`config.mk`:
```
export PLATFORM = sky130hd
export DESIGN_NAME = sifh_top
export DESIGN_NICKNAME = d
export VERILOG_FILES = /design/src/hw/sifh_pkg.sv /design/src/hw/acq_sequencer.sv /design/src/hw/hist_ram.sv /design/src/hw/peak_finder.sv /design/src/hw/sifh_top.sv
export VERILOG_INCLUDE_DIRS = /design/src /design/src/hw
export SDC_FILE = /design/constraint.sdc
export NUM_CORES = 1
export LEC_CHECK = 0
export BUFFER_PORTS_ARGS = -buffer_cell sky130_fd_sc_hd__buf_2
export CAP_MARGIN = 20
export CORE_ASPECT_RATIO = 1.1
export CORE_UTILIZATION = 40
export CTS_BUF_LIST = sky130_fd_sc_hd__clkbuf_4 sky130_fd_sc_hd__clkbuf_8
export DETAILED_ROUTE_END_ITERATION = 10
export PLACE_DENSITY = 0.6
export SLEW_MARGIN = 15
export SYNTH_ARGS = -nofsm -noshare
export SYNTH_HDL_FRONTEND = slang
export SYNTH_SLANG_ARGS = --single-unit
export TNS_END_PERCENT = 20
```
`constraint.sdc`:
```
create_clock -name clk -period 8.52 [get_ports clk]
set_clock_uncertainty 0.2 [all_clocks]
set_input_delay 1.704 -clock clk [delete_from_list [all_inputs] [get_ports clk]]
set_output_delay 1.704 -clock clk [all_outputs]
set_load 0.02 [all_outputs]
```
`src/hw/sifh_cfg.svh`:
```
`ifndef SIFH_CFG_SVH
`define SIFH_CFG_SVH

// Raw timestamp width and the number of upper bits that select a bin.
`define sifh_np 10
`define sifh_nb 5

// Pixel layout of the incoming stream.
`define sifh_pixels 4
`define sifh_pixel_w 2

// Samples per pixel in one acquisition, and acquisitions per frame.
`define sifh_data_num 2
`define sifh_acq_num 8

// One bin can collect every sample of its pixel in a frame at most.
`define sifh_count_w $clog2(`sifh_data_num * `sifh_acq_num + 1)

// Pixel index in the upper address bits, bin index in the lower.
`define sifh_addr_w (`sifh_pixel_w + `sifh_nb)

`define sifh_bins (1 << `sifh_nb)

// Widths of the sample and acquisition counters in the sequencer.
`define sifh_in_cnt_w $clog2(`sifh_data_num)
`define sifh_acq_cnt_w $clog2(`sifh_acq_num)

`endif

```
`src/hw/sifh_pkg.sv`:
```
`include "sifh_cfg.svh"

package sifh_pkg;

    typedef logic [`sifh_np-1:0] sample_t;

    typedef logic [`sifh_nb-1:0] bin_t;

    typedef logic [`sifh_pixel_w-1:0] pixel_t;

    typedef logic [`sifh_count_w-1:0] count_t;

    // Pixel in the upper bits, bin in the lower bits.
    typedef logic [`sifh_addr_w-1:0] addr_t;

    typedef enum logic [1:0] {
        idle,
        build_his,
        drain,
        find_peak
    } acq_state_t;

endpackage

```
`src/hw/acq_sequencer.sv`:
```
`timescale 1ns/100ps
`include "sifh_cfg.svh"

module acq_sequencer (
    input  logic              clk,
    input  logic              res,
    input  logic              sample_valid,
    output logic              sample_ready,
    input  sifh_pkg::sample_t sample,
    output logic              inc_valid,
    output sifh_pkg::addr_t   inc_addr,
    input  logic              inc_busy,
    output logic              scan_start,
    input  logic              scan_done
);

    sifh_pkg::acq_state_t state;
    sifh_pkg::acq_state_t state_nxt;

    logic [`sifh_in_cnt_w-1:0]  in_cnt;
    sifh_pkg::pixel_t           pix_cnt;
    logic [`sifh_acq_cnt_w-1:0] acq_cnt;

    logic           accept;
    logic           in_wrap;
    logic           pix_wrap;
    logic           acq_wrap;
    logic           last_sample;
    sifh_pkg::bin_t sample_bin;

    assign sample_ready = (state == sifh_pkg::idle) || (state == sifh_pkg::build_his);
    assign accept       = sample_valid & sample_ready;

    assign in_wrap     = (in_cnt == `sifh_data_num - 1);
    assign pix_wrap    = (pix_cnt == `sifh_pixels - 1);
    assign acq_wrap    = (acq_cnt == `sifh_acq_num - 1);
    assign last_sample = accept & in_wrap & pix_wrap & acq_wrap;

    // Only the coarse part of the timestamp picks the bin.
    assign sample_bin = sample[`sifh_np-1 -: `sifh_nb];

    assign inc_valid = accept;
    assign inc_addr  = {pix_cnt, sample_bin};

    // The counters wrap back to zero on the last sample of a frame.
    always_ff @(posedge clk or negedge res) begin
        if (!res) begin
            in_cnt  <= '0;
            pix_cnt <= '0;
            acq_cnt <= '0;
        end else if (accept) begin
            if (in_wrap) begin
                in_cnt <= '0;
                if (pix_wrap) begin
                    pix_cnt <= '0;
                    if (acq_wrap) begin
                        acq_cnt <= '0;
                    end else begin
                        acq_cnt <= acq_cnt + 1'b1;
                    end
                end else begin
                    pix_cnt <= pix_cnt + 1'b1;
                end
            end else begin
                in_cnt <= in_cnt + 1'b1;
            end
        end
    end

    always_comb begin
        state_nxt = state;
        case (state)
            sifh_pkg::idle: begin
                if (accept) begin
                    state_nxt = sifh_pkg::build_his;
                end
            end
            sifh_pkg::build_his: begin
                if (last_sample) begin
                    state_nxt = sifh_pkg::drain;
                end
            end
            sifh_pkg::drain: begin
                if (!inc_busy) begin
                    state_nxt = sifh_pkg::find_peak;
                end
            end
            sifh_pkg::find_peak: begin
                if (scan_done) begin
                    state_nxt = sifh_pkg::idle;
                end
            end
            default: begin
                state_nxt = sifh_pkg::idle;
            end
        endcase
    end

    always_ff @(posedge clk or negedge res) begin
        if (!res) begin
            state      <= sifh_pkg::idle;
            scan_start <= 1'b0;
        end else begin
            state      <= state_nxt;
            scan_start <= (state == sifh_pkg::drain) && !inc_busy;
        end
    end

endmodule

```
`src/hw/hist_ram.sv`:
```
`timescale 1ns/100ps
`include "sifh_cfg.svh"

module hist_ram (
    input  logic             clk,
    input  logic             res,
    input  logic             inc_valid,
    input  sifh_pkg::addr_t  inc_addr,
    output logic             inc_busy,
    input  logic             scan_en,
    input  sifh_pkg::addr_t  scan_addr,
    output sifh_pkg::count_t scan_count
);

    localparam int depth = 1 << `sifh_addr_w;

    sifh_pkg::count_t mem [0:depth-1];

    logic             s1_valid;
    sifh_pkg::addr_t  s1_addr;
    sifh_pkg::count_t s1_base;
    logic             s2_valid;
    sifh_pkg::addr_t  s2_addr;
    sifh_pkg::count_t s2_count;

    logic             wr_en;
    sifh_pkg::addr_t  wr_addr;
    sifh_pkg::count_t wr_data;

    // All histograms start empty; later frames rely on the scan clearing them.
    initial begin
        for (int i = 0; i < depth; i++) begin
            mem[i] = '0;
        end
    end

    always_ff @(posedge clk or negedge res) begin
        if (!res) begin
            s1_valid <= 1'b0;
            s2_valid <= 1'b0;
        end else begin
            s1_valid <= inc_valid;
            s2_valid <= s1_valid;
        end
    end

    // If stage two still holds an update to the same bin, take its value
    // instead of the stale memory word.
    assign s1_base = (s2_valid && (s2_addr == s1_addr)) ? s2_count : mem[s1_addr];

    always_ff @(posedge clk) begin
        s1_addr  <= inc_addr;
        s2_addr  <= s1_addr;
        s2_count <= s1_base + sifh_pkg::count_t'(1);
    end

    assign inc_busy = s1_valid | s2_valid;

    // Increments and the scan never overlap, so one write port serves both.
    assign wr_en   = s2_valid | scan_en;
    assign wr_addr = s2_valid ? s2_addr : scan_addr;
    assign wr_data = s2_valid ? s2_count : '0;

    always @(posedge clk) begin
        if (wr_en) begin
            mem[wr_addr] <= wr_data;
        end
    end

    // The scan reads the old count while the same edge clears the word.
    always_ff @(posedge clk) begin
        if (scan_en) begin
            scan_count <= mem[scan_addr];
        end
    end

endmodule

```
`src/hw/peak_finder.sv`:
```
`timescale 1ns/100ps
`include "sifh_cfg.svh"

module peak_finder (
    input  logic             clk,
    input  logic             res,
    input  logic             scan_start,
    output logic             scan_done,
    output logic             scan_en,
    output sifh_pkg::addr_t  scan_addr,
    input  sifh_pkg::count_t scan_count,
    output logic             peak_valid,
    input  logic             peak_ready,
    output sifh_pkg::pixel_t peak_pixel,
    output sifh_pkg::bin_t   peak_bin,
    output sifh_pkg::count_t peak_count,
    output logic             peak_last
);

    sifh_pkg::pixel_t scan_pixel;
    sifh_pkg::bin_t   scan_bin;
    logic             rd_valid;
    sifh_pkg::bin_t   rd_bin;
    sifh_pkg::count_t best_count;
    sifh_pkg::bin_t   best_bin;
    logic             accepted;

    assign scan_addr = {scan_pixel, scan_bin};
    assign accepted  = peak_valid & peak_ready;

    // The next pixel is only scanned once the current result is taken.
    always_ff @(posedge clk or negedge res) begin
        if (!res) begin
            scan_en    <= 1'b0;
            scan_pixel <= '0;
            scan_bin   <= '0;
        end else if (scan_start) begin
            scan_en    <= 1'b1;
            scan_pixel <= '0;
            scan_bin   <= '0;
        end else if (scan_en) begin
            scan_bin <= scan_bin + 1'b1;
            if (scan_bin == '1) begin
                scan_en <= 1'b0;
            end
        end else if (accepted && !peak_last) begin
            scan_en    <= 1'b1;
            scan_pixel <= scan_pixel + 1'b1;
        end
    end

    always_ff @(posedge clk or negedge res) begin
        if (!res) begin
            rd_valid   <= 1'b0;
            peak_valid <= 1'b0;
            scan_done  <= 1'b0;
        end else begin
            rd_valid  <= scan_en;
            scan_done <= accepted & peak_last;
            if (rd_valid && (rd_bin == '1)) begin
                peak_valid <= 1'b1;
            end else if (accepted) begin
                peak_valid <= 1'b0;
            end
        end
    end

    // Bin zero seeds the maximum. A later bin must be strictly larger to win.
    always_ff @(posedge clk) begin
        rd_bin <= scan_bin;
        if (rd_valid) begin
            if ((rd_bin == '0) || (scan_count > best_count)) begin
                best_count <= scan_count;
                best_bin   <= rd_bin;
            end
        end
    end

    assign peak_pixel = scan_pixel;
    assign peak_bin   = best_bin;
    assign peak_count = best_count;
    assign peak_last  = (scan_pixel == `sifh_pixels - 1);

endmodule

```
`src/hw/sifh_top.sv`:
```
`timescale 1ns/100ps
`include "sifh_cfg.svh"

module sifh_top (
    input  logic              clk,
    input  logic              res,
    input  logic              sample_valid,
    output logic              sample_ready,
    input  sifh_pkg::sample_t sample,
    output logic              peak_valid,
    input  logic              peak_ready,
    output sifh_pkg::pixel_t  peak_pixel,
    output sifh_pkg::bin_t    peak_bin,
    output sifh_pkg::count_t  peak_count,
    output logic              peak_last
);

    logic             inc_valid;
    sifh_pkg::addr_t  inc_addr;
    logic             inc_busy;
    logic             scan_start;
    logic             scan_done;
    logic             scan_en;
    sifh_pkg::addr_t  scan_addr;
    sifh_pkg::count_t scan_count;

    acq_sequencer u_seq (
        .clk          (clk),
        .res          (res),
        .sample_valid (sample_valid),
        .sample_ready (sample_ready),
        .sample       (sample),
        .inc_valid    (inc_valid),
        .inc_addr     (inc_addr),
        .inc_busy     (inc_busy),
        .scan_start   (scan_start),
        .scan_done    (scan_done)
    );

    hist_ram u_ram (
        .clk        (clk),
        .res        (res),
        .inc_valid  (inc_valid),
        .inc_addr   (inc_addr),
        .inc_busy   (inc_busy),
        .scan_en    (scan_en),
        .scan_addr  (scan_addr),
        .scan_count (scan_count)
    );

    peak_finder u_peak (
        .clk        (clk),
        .res        (res),
        .scan_start (scan_start),
        .scan_done  (scan_done),
        .scan_en    (scan_en),
        .scan_addr  (scan_addr),
        .scan_count (scan_count),
        .peak_valid (peak_valid),
        .peak_ready (peak_ready),
        .peak_pixel (peak_pixel),
        .peak_bin   (peak_bin),
        .peak_count (peak_count),
        .peak_last  (peak_last)
    );

endmodule

```
# [Word level (Yosys, flattened, before mapping)]
# Memories as Yosys holds them, arrays and structs flattened. A register that Yosys moved wholly into a read port is not among the register bits.
# Index checks and enable logic that the tools add are counted.
[word_totals] ff_bits=56 ram_bits=640 in_bits=14 out_inout_bits=15 mem_count=1
[op_classes] add_sub_neg=6 magnitude_cmp=1 n_eq_ne=14 mux=24 bitwise_logic=8 reduce_logical=18
[memory_table] memory="u_ram.mem" depth=128 width=5 read_ports=2 rd_ports_with_merged_regs=2 write_ports=1 line="hist_ram.sv:17" text="sifh_pkg::count_t mem [0:depth-1];"
[op_table] cell="two-way mux 5 bit" count=4
[op_table] cell="two-way mux 2 bit" count=8
[op_table] cell="adder 5 x 1 -> 5 bit (second input constant)" count=2
[op_table] cell="equality test 5 bit (second input constant)" count=2
[op_table] cell="two-way mux 1 bit" count=9
[op_table] cell="equality test 2 bit (second input constant)" count=4
[op_table] cell="case mux 2 bit (4 select lines)" count=1
[op_table] cell="equality test 7 bit" count=1
[op_table] cell="two-way mux 7 bit" count=1
[op_table] cell="bitwise AND 1 bit" count=6
[op_table] cell="inequality test 2 x 1 -> 1 bit (second input constant)" count=3
[op_table] cell="AND reduction 2 bit" count=3
[op_table] cell="nonzero test 2 bit" count=3
[op_table] cell="> comparator 5 bit" count=1
[op_table] cell="logical NOT 5 bit" count=1
[op_table] cell="adder 2 x 1 -> 2 bit (second input constant)" count=2
[op_table] cell="logical AND 1 bit" count=4
[op_table] cell="inequality test 2 bit (second input constant)" count=2
[op_table] cell="AND reduction 4 bit" count=1
[op_table] cell="adder 3 x 1 -> 3 bit (second input constant)" count=1
[op_table] cell="equality test 3 bit (second input constant)" count=1
[op_table] cell="two-way mux 3 bit" count=1
[op_table] cell="AND reduction 3 bit" count=1
[op_table] cell="equality test 2 x 1 -> 1 bit (second input constant)" count=1
[op_table] cell="other kinds (5)" count=8

# [Logic depth before layout (Yosys ltp)]
# Gate-level depths: netlist of run 1.
[depth] word_depth=8 depth_mapped=15

# [By module]
# A second synthesis of run 1 with hierarchy kept.
[unflattened] hier_cells=1719 hier_area_um2=33129.3
[by_module_without_submodules] module="hist_ram" n_inst=1 cells_per_inst=1598 area_each_um2=31529.0
[by_module_without_submodules] module="peak_finder" n_inst=1 cells_per_inst=77 area_each_um2=1048.5
[by_module_without_submodules] module="acq_sequencer" n_inst=1 cells_per_inst=44 area_each_um2=551.8

# [Least setup slack after synthesis of run 1]
# No wires, ideal clock.
[synth_timing] path_kind="register to register" start="register u_ram.s2_valid" end="memory u_ram.mem[0][2] (netlist bit), data pin" setup_ns=0.533 arrival_ns=2.579 t_required_ns=7.787 setup_slack_ns=5.207 stages_incl_launch_ff=4 path_buffers=2 period_less_slack_ns=3.313 cell_sequence="dfrtp_1 -> clkbuf_1 -> clkbuf_1 -> and2_1"
[synth_between] elab_chain_len=1
[synth_rtl] element="start: declaration" line="hist_ram.sv:22" text="logic s2_valid;"
[synth_rtl] element="start signal: assignment" line="hist_ram.sv:43" text="s2_valid <= s1_valid;"
[synth_rtl] element="two-way mux 5 bit" line="hist_ram.sv:62" text="assign wr_data = s2_valid ? s2_count : '0;"
[synth_rtl] element="via u_ram.wr_data[2]" line="hist_ram.sv:28" text="sifh_pkg::count_t wr_data;"
[synth_rtl] element="end: declaration" line="hist_ram.sv:17"
# The timed path passes the listed nets, and every way through them passes these cells.

# [Worst setup path after layout of run 1]
[layout_timing] start="register u_peak.scan_bin[2]" end="memory u_ram.mem[52][2] (netlist bit) (enable)"
[layout_between] elab_chain_len=1
[layout_rtl] element="start: declaration" line="peak_finder.sv:21" text="sifh_pkg::bin_t scan_bin;"
[layout_rtl] element="start signal: assignment" line="peak_finder.sv:42" text="scan_bin <= scan_bin + 1'b1;"
[layout_rtl] element="two-way mux 7 bit" line="hist_ram.sv:61" text="assign wr_addr = s2_valid ? s2_addr : scan_addr;"
# No other way between the ends.

==> results.toml, run 1 <==
[timing]
final-setup-viol-count = 0
post-route-min-period_ns = 4.23
tns_ns = 0
hold-worst-slack_ns = 0.208
period_share = 0.497
slew_headroom = 0.246
slew_viol_final = 0
worst_slew_pin_slew_ns = 1.13
max_freq_mhz = 236
hold_viol = 0
rsz0062_at_grt = "false"

[floorplanning]
die_w_um = 275
core_um2 = 80600
die_y_um = 302
die_area_um2 = 82900
rows = 109
start_util = 0.406
ios = 29

[critical_path]
cp-start-kind = "register"
path_class = "register to register"
worstPathBufferInverterCount = 2
worstPathRequired_ns = 8.68
critPathMaxStageDelay_ns = 0.83
cp_max_fo = 24
crit_arrival_ns = 4.39
slowest_stage = "dfrtp_2"
end_kind = "register"
worstPathCellList = "inv_1, o32ai_1, nand3_1, buf_4, nor2_1"
crit_family = "simple AND/OR/NAND/NOR gates"

[routing]
drcViolationCount = 5
routed_wirelength_um = 89500
vias = 17966
routedWlPerCell_um = 30.6
first_iter_violations = 1934
viasPerCell = 6.14
dr.pass1.iters = 11
ant_nets = 0

[power]
power_frac_clock = 0.272
power_switching_w = 0.00371
switching_share = 0.332
sequentialPowerShare = 0.407
irDropWorstVdd_v = 0.000235
p_leak_nw = 11.6
internal-power_w = 0.00745
power_density_nw_per_um2 = 308
comb_power_share = 0.321

[synthesis]
synthArstFlopShare = 0.0314
yosysTopAreaCell = "edfxtp_1"
synth_area_per_cell_um2 = 19.0
ys_seq_area_frac = 0.633
synthFlopType = "edfxtp_1"
synth_cell_type_count = 57
synth_top_area_frac = 0.601
yosys-top-cells-area = "edfxtp_1 60%, mux4_2 25%, nor2_1 1.8%, dfrtp_1 1.7%, dfxtp_1 1.5%"
synth_cells = 1720
ys_warn_count = 0
syn_nets = 1750
synth_edf_count = 655
ys_ff_latch = 701
syn_area_um2 = 32700

[clock_network]
post-cts-setup-buffers = 0
ctsHoldBuffers = 0
cts_root_buf = "clkbuf_8"
clock_path_buffers = 3
cts-resized-gates = 0
cts_inserted_buffers = 113
cts_num_sinks = 701
cts_tree = "built"
path_clk_slew_ns = 0.06
clock_latency_ns = 0.72
h-tree-depth = 3

[finish]
nFillCells = 6845
multi_input_area_um2 = 11300
area_growth_pct = 10.8
finalNetCount = 1806
drive_gt1_frac = 0.340
seq_area_um2 = 20700

[global_route]
grt_pass1_wl_um = 130000
grt_overflow = 0
antenna_found_initial = 3
grt_start_max_net_pins = 135
first_global_vias = 18581
grt_usage = 0.220

[flow_run]
maxCapViolCount = 0

[place]
portBuffers = 23
dp_hpwl_um = 57900
place_congestion = 0.868

[outcome]
outcome = "finished, violations left"
violations = "design-rule violations"

[worst_hold_path]
hold_path_class = "register to register"
cells in the mapped netlist, types with 3 or more instances:
cell type,number
a211oi_1,4
a21o_1,3
a21oi_1,15
a221oi_1,3
a22o_1,4
a22oi_1,20
and2_1,8
and3_1,3
buf_1,30
buf_2,17
buf_4,14
buf_6,8
clkbuf_1,52
dfrtp_1,22
dfxtp_1,24
edfxtp_1,655
ha_1,16
inv_1,21
mux2_2,10
mux2i_1,47
mux4_2,365
nand2_1,65
nand2b_1,10
nand3_1,23
nand4_1,9
nor2_1,153
nor2b_1,6
nor3_1,9
nor3b_1,3
nor4_1,3
o211ai_1,5
o21a_1,5
o21ai_0,11
o221ai_1,11
o22ai_1,11
o32ai_1,13
or2_2,4
xnor2_1,13
cell type report:
| cell class | count | share of cell area |
|---|---|---|
| antenna | 1 | 0.0000690 |
| clock buffer | 149 | 0.0514 |
| clock inverter | 61 | 0.0135 |
| inverter | 24 | 0.00249 |
| multi-input combinational | 872 | 0.312 |
| sequential | 701 | 0.572 |
| tap | 1054 | 0.0364 |
| timing repair buffer | 64 | 0.0124 |
flip-flops by register name, summed over array words and instances, names as in the netlist:
| register | cells |
|---|---|
| u_peak.peak_count | 5 |
| u_ram.s2_count | 5 |
| u_peak.rd_bin | 5 |
| u_peak.scan_bin | 5 |
| u_seq.in_cnt | 1 |
| u_seq.state | 2 |
| u_ram.s2_valid | 1 |
| u_peak.rd_valid | 1 |
| u_seq.acq_cnt | 3 |
| u_ram.scan_count | 5 |
| u_seq.pix_cnt | 2 |
| u_peak.peak_valid | 1 |
| u_ram.s1_addr | 7 |
| u_ram.mem | 640 |
| u_peak.scan_done | 1 |
| u_seq.scan_start | 1 |
| u_peak.scan_en | 1 |
| u_ram.s2_addr | 7 |
| u_peak.peak_bin | 5 |
| u_peak.peak_pixel | 2 |
| u_ram.s1_valid | 1 |
routing by layer:
| metal | wire length [µm] | GRT usage | vias up | part of all wire |
|---|---|---|---|---|
| met2 | 44700 | 0.362 | 868 | 0.50 |
| met1 | 34600 | 0.290 | 9533 | 0.39 |
| met3 | 6900 | 0.0387 | 179 | 0.077 |
| li1 | - | - | 7384 | - |
| met4 | 3290 | 0.0872 | 2 | 0.037 |
| met5 | 14 | 0 | - | 0.00016 |
layout by cell type (no fill, tap or decap), drive strengths merged, types with 4 or more instances in the layout:
master,n
a211oi,4
nand2,65
nand2b,10
a22oi,20
xnor2,13
clkinvlp,5
mux4,365
ha,16
mux2,10
clkinv,47
o22ai,11
mux2i,47
o221ai,11
nor2,153
dfrtp,22
or2,4
nor3,9
and2,8
bufinv,8
a21oi,15
nor2b,6
dfxtp,24
clkbuf,149
o21a,5
o211ai,5
inv,25
nand3,23
o21ai,12
edfxtp,655
a22o,4
buf,64
o32ai,13
nand4,9
power groups by stage:
stage          registers, W  logic (W)  clock network [W]
2_1_floorplan       0.00452    0.00237                  0
3_3_place_gp        0.00459    0.00355                  0
3_5_place_dp        0.00461    0.00359                  0
4_1_cts             0.00454    0.00360            0.00310
5_1_grt             0.00457    0.00375            0.00324
6_report            0.00454    0.00358            0.00303
cells by family (layout without fill, tap and decap cells):
logic type                 after synthesis  after routing  synth area share
other                                    0              1                 0
DFF                                    701            701             0.633
AOI/OAI and AO/OA                      118            118            0.0262
and+or+nand+nor                        301            301            0.0400
adders and majority gates               16             16           0.00612
muxes                                  422            422             0.269
buffers and inverters                  147            298            0.0217
xor gates and xnor gates                15             15           0.00402
metrics by stage:
step | worst slack, ns | utilization | area [µm²] | power, W | std cells
final | 4.29 | 0.450 | 36200 | 0.0112 | 2926
after detailed placement | 4.43 | 0.420 | 33900 | 0.00820 | 2715
after CTS | 4.30 | 0.450 | 36200 | 0.0112 | 2925
after floorplan | 5.21 | - | 32700 | 0.00689 | 1720
after global placement | 4.44 | 0.420 | 33900 | 0.00815 | 2715
after global routing | 4.15 | 0.450 | 36200 | 0.0116 | 2926
path summary, 6_finish.rpt:
path                                             endpoint  cells after the start  slack [ns]                            from
min                              u_ram.s1_addr[6]$_DFF_P_                      0        0.21    u_seq.pix_cnt[1]$_DFFE_PN0N_
max reg2reg                    u_ram.mem[52][2]$_DFFE_PP_                      5        4.29  u_peak.scan_bin[2]$_DFFE_PN0P_
min in group asynchronous   u_peak.peak_valid$_DFFE_PN0P_                      1        0.75                             res
max in group asynchronous  u_peak.scan_bin[1]$_DFFE_PN0P_                      1        6.98                             res
max                            u_ram.mem[52][2]$_DFFE_PP_                      5        4.29  u_peak.scan_bin[2]$_DFFE_PN0P_
min reg2reg                      u_ram.s1_addr[6]$_DFF_P_                      0        0.21    u_seq.pix_cnt[1]$_DFFE_PN0N_
Power figures use the tool's default switching activity.
==> run 2: changes to the inputs <==
--- a/config.mk
+++ b/config.mk
@@ -12,7 +12,7 @@
 export CORE_UTILIZATION = 40
 export CTS_BUF_LIST = sky130_fd_sc_hd__clkbuf_4 sky130_fd_sc_hd__clkbuf_8
 export DETAILED_ROUTE_END_ITERATION = 10
-export PLACE_DENSITY = 0.6
+export PLACE_DENSITY = 0.62
 export SLEW_MARGIN = 15
 export SYNTH_ARGS = -nofsm -noshare
 export SYNTH_HDL_FRONTEND = slang
==> constraint.sdc (replaced) <==
create_clock -name clk -period 3.4 [get_ports clk]
set_clock_uncertainty 0.2 [all_clocks]
set_input_delay 0.68 -clock clk [delete_from_list [all_inputs] [get_ports clk]]
set_output_delay 0.68 -clock clk [all_outputs]
set_load 0.02 [all_outputs]
==> run 2 against run 1 <==
Against the previous run:
- the flow still finishes with violations (design-rule violations)
- die area unchanged
- global-route usage increased by 0.56 points
- final area increased by 3.6%
- register-to-register slack got worse by 4.2 ns
- sequential power increased by 150%
- non-clock buffer count increased by 111
- routed wire length increased by 2.3%
- largest cell class unchanged
- largest power group unchanged
==> results.toml, run 2 (synthesis gave the netlist of run 1 again) <==
[timing]
slew_headroom = 0.296
hold_viol = 0
tns_ns = 0
post-route-min-period_ns = 3.31
max_freq_mhz = 302
period_share = 0.974
hold-worst-slack_ns = 0.0873
fin_ws_ns = 0.0879
final-setup-viol-count = 0
worst_slew_pin_slew_ns = 1.05
rsz0062_at_grt = "false"
slew_viol_final = 0

[finish]
final_util = 0.466
largest_reg_flops = 640
layout_common_cells = "655 x edfxtp_1, 365 x mux4_2, 152 x nor2_1"
mostFrequentLayoutCell = "edfxtp_1"
drive_gt1_frac = 0.374
largest-register = "u_ram.mem"
largestRegisters = "u_ram.mem x640, u_ram.s1_addr x7, u_ram.s2_addr x7"
area_growth_pct = 14.8
finalNetCount = 1914

[routing]
drcViolationCount = 7
routedWlPerCell_um = 30.2
first_iter_violations = 1971
dr.pass1.iters = 10
vias = 18610
ant_nets = 0
routed_wirelength_um = 91600
viasPerCell = 6.13

[worst_hold_path]
hold_path_class = "primary input to register"
holdCritStartpoint = "sample_valid"
hold_depth = 2
min_to = "u_ram.s1_valid$_DFF_PN0_"

[place]
dp_hpwl_um = 63200
portBuffers = 23
place_ws_ns = -0.0557
place_congestion = 0.903

[clock_network]
path_clk_slew_ns = 0.06
h-tree-depth = 3
cts_inserted_buffers = 110
cts_num_sinks = 701
cts_tree = "built"
clock_path_buffers = 3
clock_latency_ns = 0.76
cts_root_buf = "clkbuf_8"

[critical_path]
end_kind = "register"
reg2reg_from = "u_ram.s1_addr[0]$_DFF_P_"
cp_max_fo = 27
rr_endpoint = "u_ram.s2_count[4]$_DFF_P_"
cp-start-kind = "register"
reg2reg_slack_ns = 0.09
worstPathRequired_ns = 3.88
critPathLaunch = "u_ram.s1_addr[0]$_DFF_P_"
crit_arrival_ns = 3.79
reg2reg_depth = 12
path_class = "register to register"

[floorplanning]
core_um2 = 80600
die_w_um = 275
ios = 29
die_y_um = 302
rows = 109
die_area_um2 = 82900
start_util = 0.406

[outcome]
outcome = "finished, violations left"
violations = "design-rule violations"

[global_route]
antenna_found_initial = 1
grt_usage = 0.225
grt_overflow = 0
grt_pass1_wl_um = 133000
first_global_vias = 19183
grt_start_max_net_pins = 69

[power]
p_leak_nw = 12.3
power_density_nw_per_um2 = 772
irDropWorstVdd_v = 0.000444

[flow_run]
maxCapViolCount = 0
-- run 2: cell types whose count changed in the layout (fill, tap and decap cells not counted), moves of 3 or more --
cell / previous run / this run
buf_4: 39 / 115
buf_12: 2 / 30
clkbuf_8: 119 / 124
clkinv_1: 31 / 34
clkinv_2: 16 / 20
clkbuf_4: 30 / 16
dlygate4sd3_1: 0 / 7
bufinv_16: 8 / 12
-- run 2: report_power, final --
group	leakage, nW	internal, W	switching, W
Sequential	6.51	0.0108	0.000462
Combinational	4.49	0.00423	0.00562
Clock	1.27	0.00444	0.00343
Total	12.3	0.0195	0.00952
-- run 2: per-stage QoR --
step	power, W	cells	instance area (µm²)
finish	0.0290	3037	37600
global route	0.0299	3037	37600
CTS	0.0291	3036	37500
detailed placement	0.0212	2819	35000
global placement	0.0211	2819	35000
floorplan	0.0173	1720	32700
-- run 2: layout make-up --
class | instances | area (µm²)
fill | 6729 | 43000
sequential | 701 | 20700
multi-input combinational | 872 | 11300
clock buffer | 140 | 1830
timing repair buffer | 175 | 1650
tap | 1054 | 1320
clock inverter | 70 | 624
inverter | 24 | 90.1
antenna | 1 | 2.50
-- run 2: worst max path at each step --
stage          depth (start not counted)  slack (ns)                         end
6_report                              12        0.09   u_ram.s2_count[4]$_DFF_P_
3_3_place_gp                          11        0.04   u_ram.s2_count[2]$_DFF_P_
3_5_place_dp                          12       -0.06   u_ram.s2_count[4]$_DFF_P_
4_1_cts                                5        0.03  u_ram.mem[10][0]$_DFFE_PP_
5_1_grt                                9        0.02   u_ram.s2_count[4]$_DFF_P_
2_1_floorplan                          3        0.09   u_ram.mem[0][2]$_DFFE_PP_
-- run 2: repair_timing --
item / in CTS / in global routing
hold buffers: 7 / 0
buffers inserted: 0 / 0
endpoints found under the setup margin: 2 / 108
resized for setup: 1 / 2
hold endpoints to repair: 29 / 0
-- run 2: per-layer routing --
metal | up-vias | wire length, µm | GRT usage
li1 | 7608 | - | -
met1 | 9919 | 36100 | 0.299
met2 | 902 | 45400 | 0.373
met3 | 181 | 6670 | 0.0348
met4 | 0 | 3430 | 0.0892
met5 | - | 0 | 0
-- run 2: critical path, stage by stage (launching register included) --
cell	delay, ns
dfxtp_4	0.48
buf_12	0.26
mux2i_1	0.41
o221ai_1	0.21
o22ai_1	0.25
nor3_1	0.08
buf_4	0.14
nor4b_2	0.47
buf_4	0.20
nor3_1	0.06
ha_1	0.22
nand3_1	0.09
xnor2_1	0.12
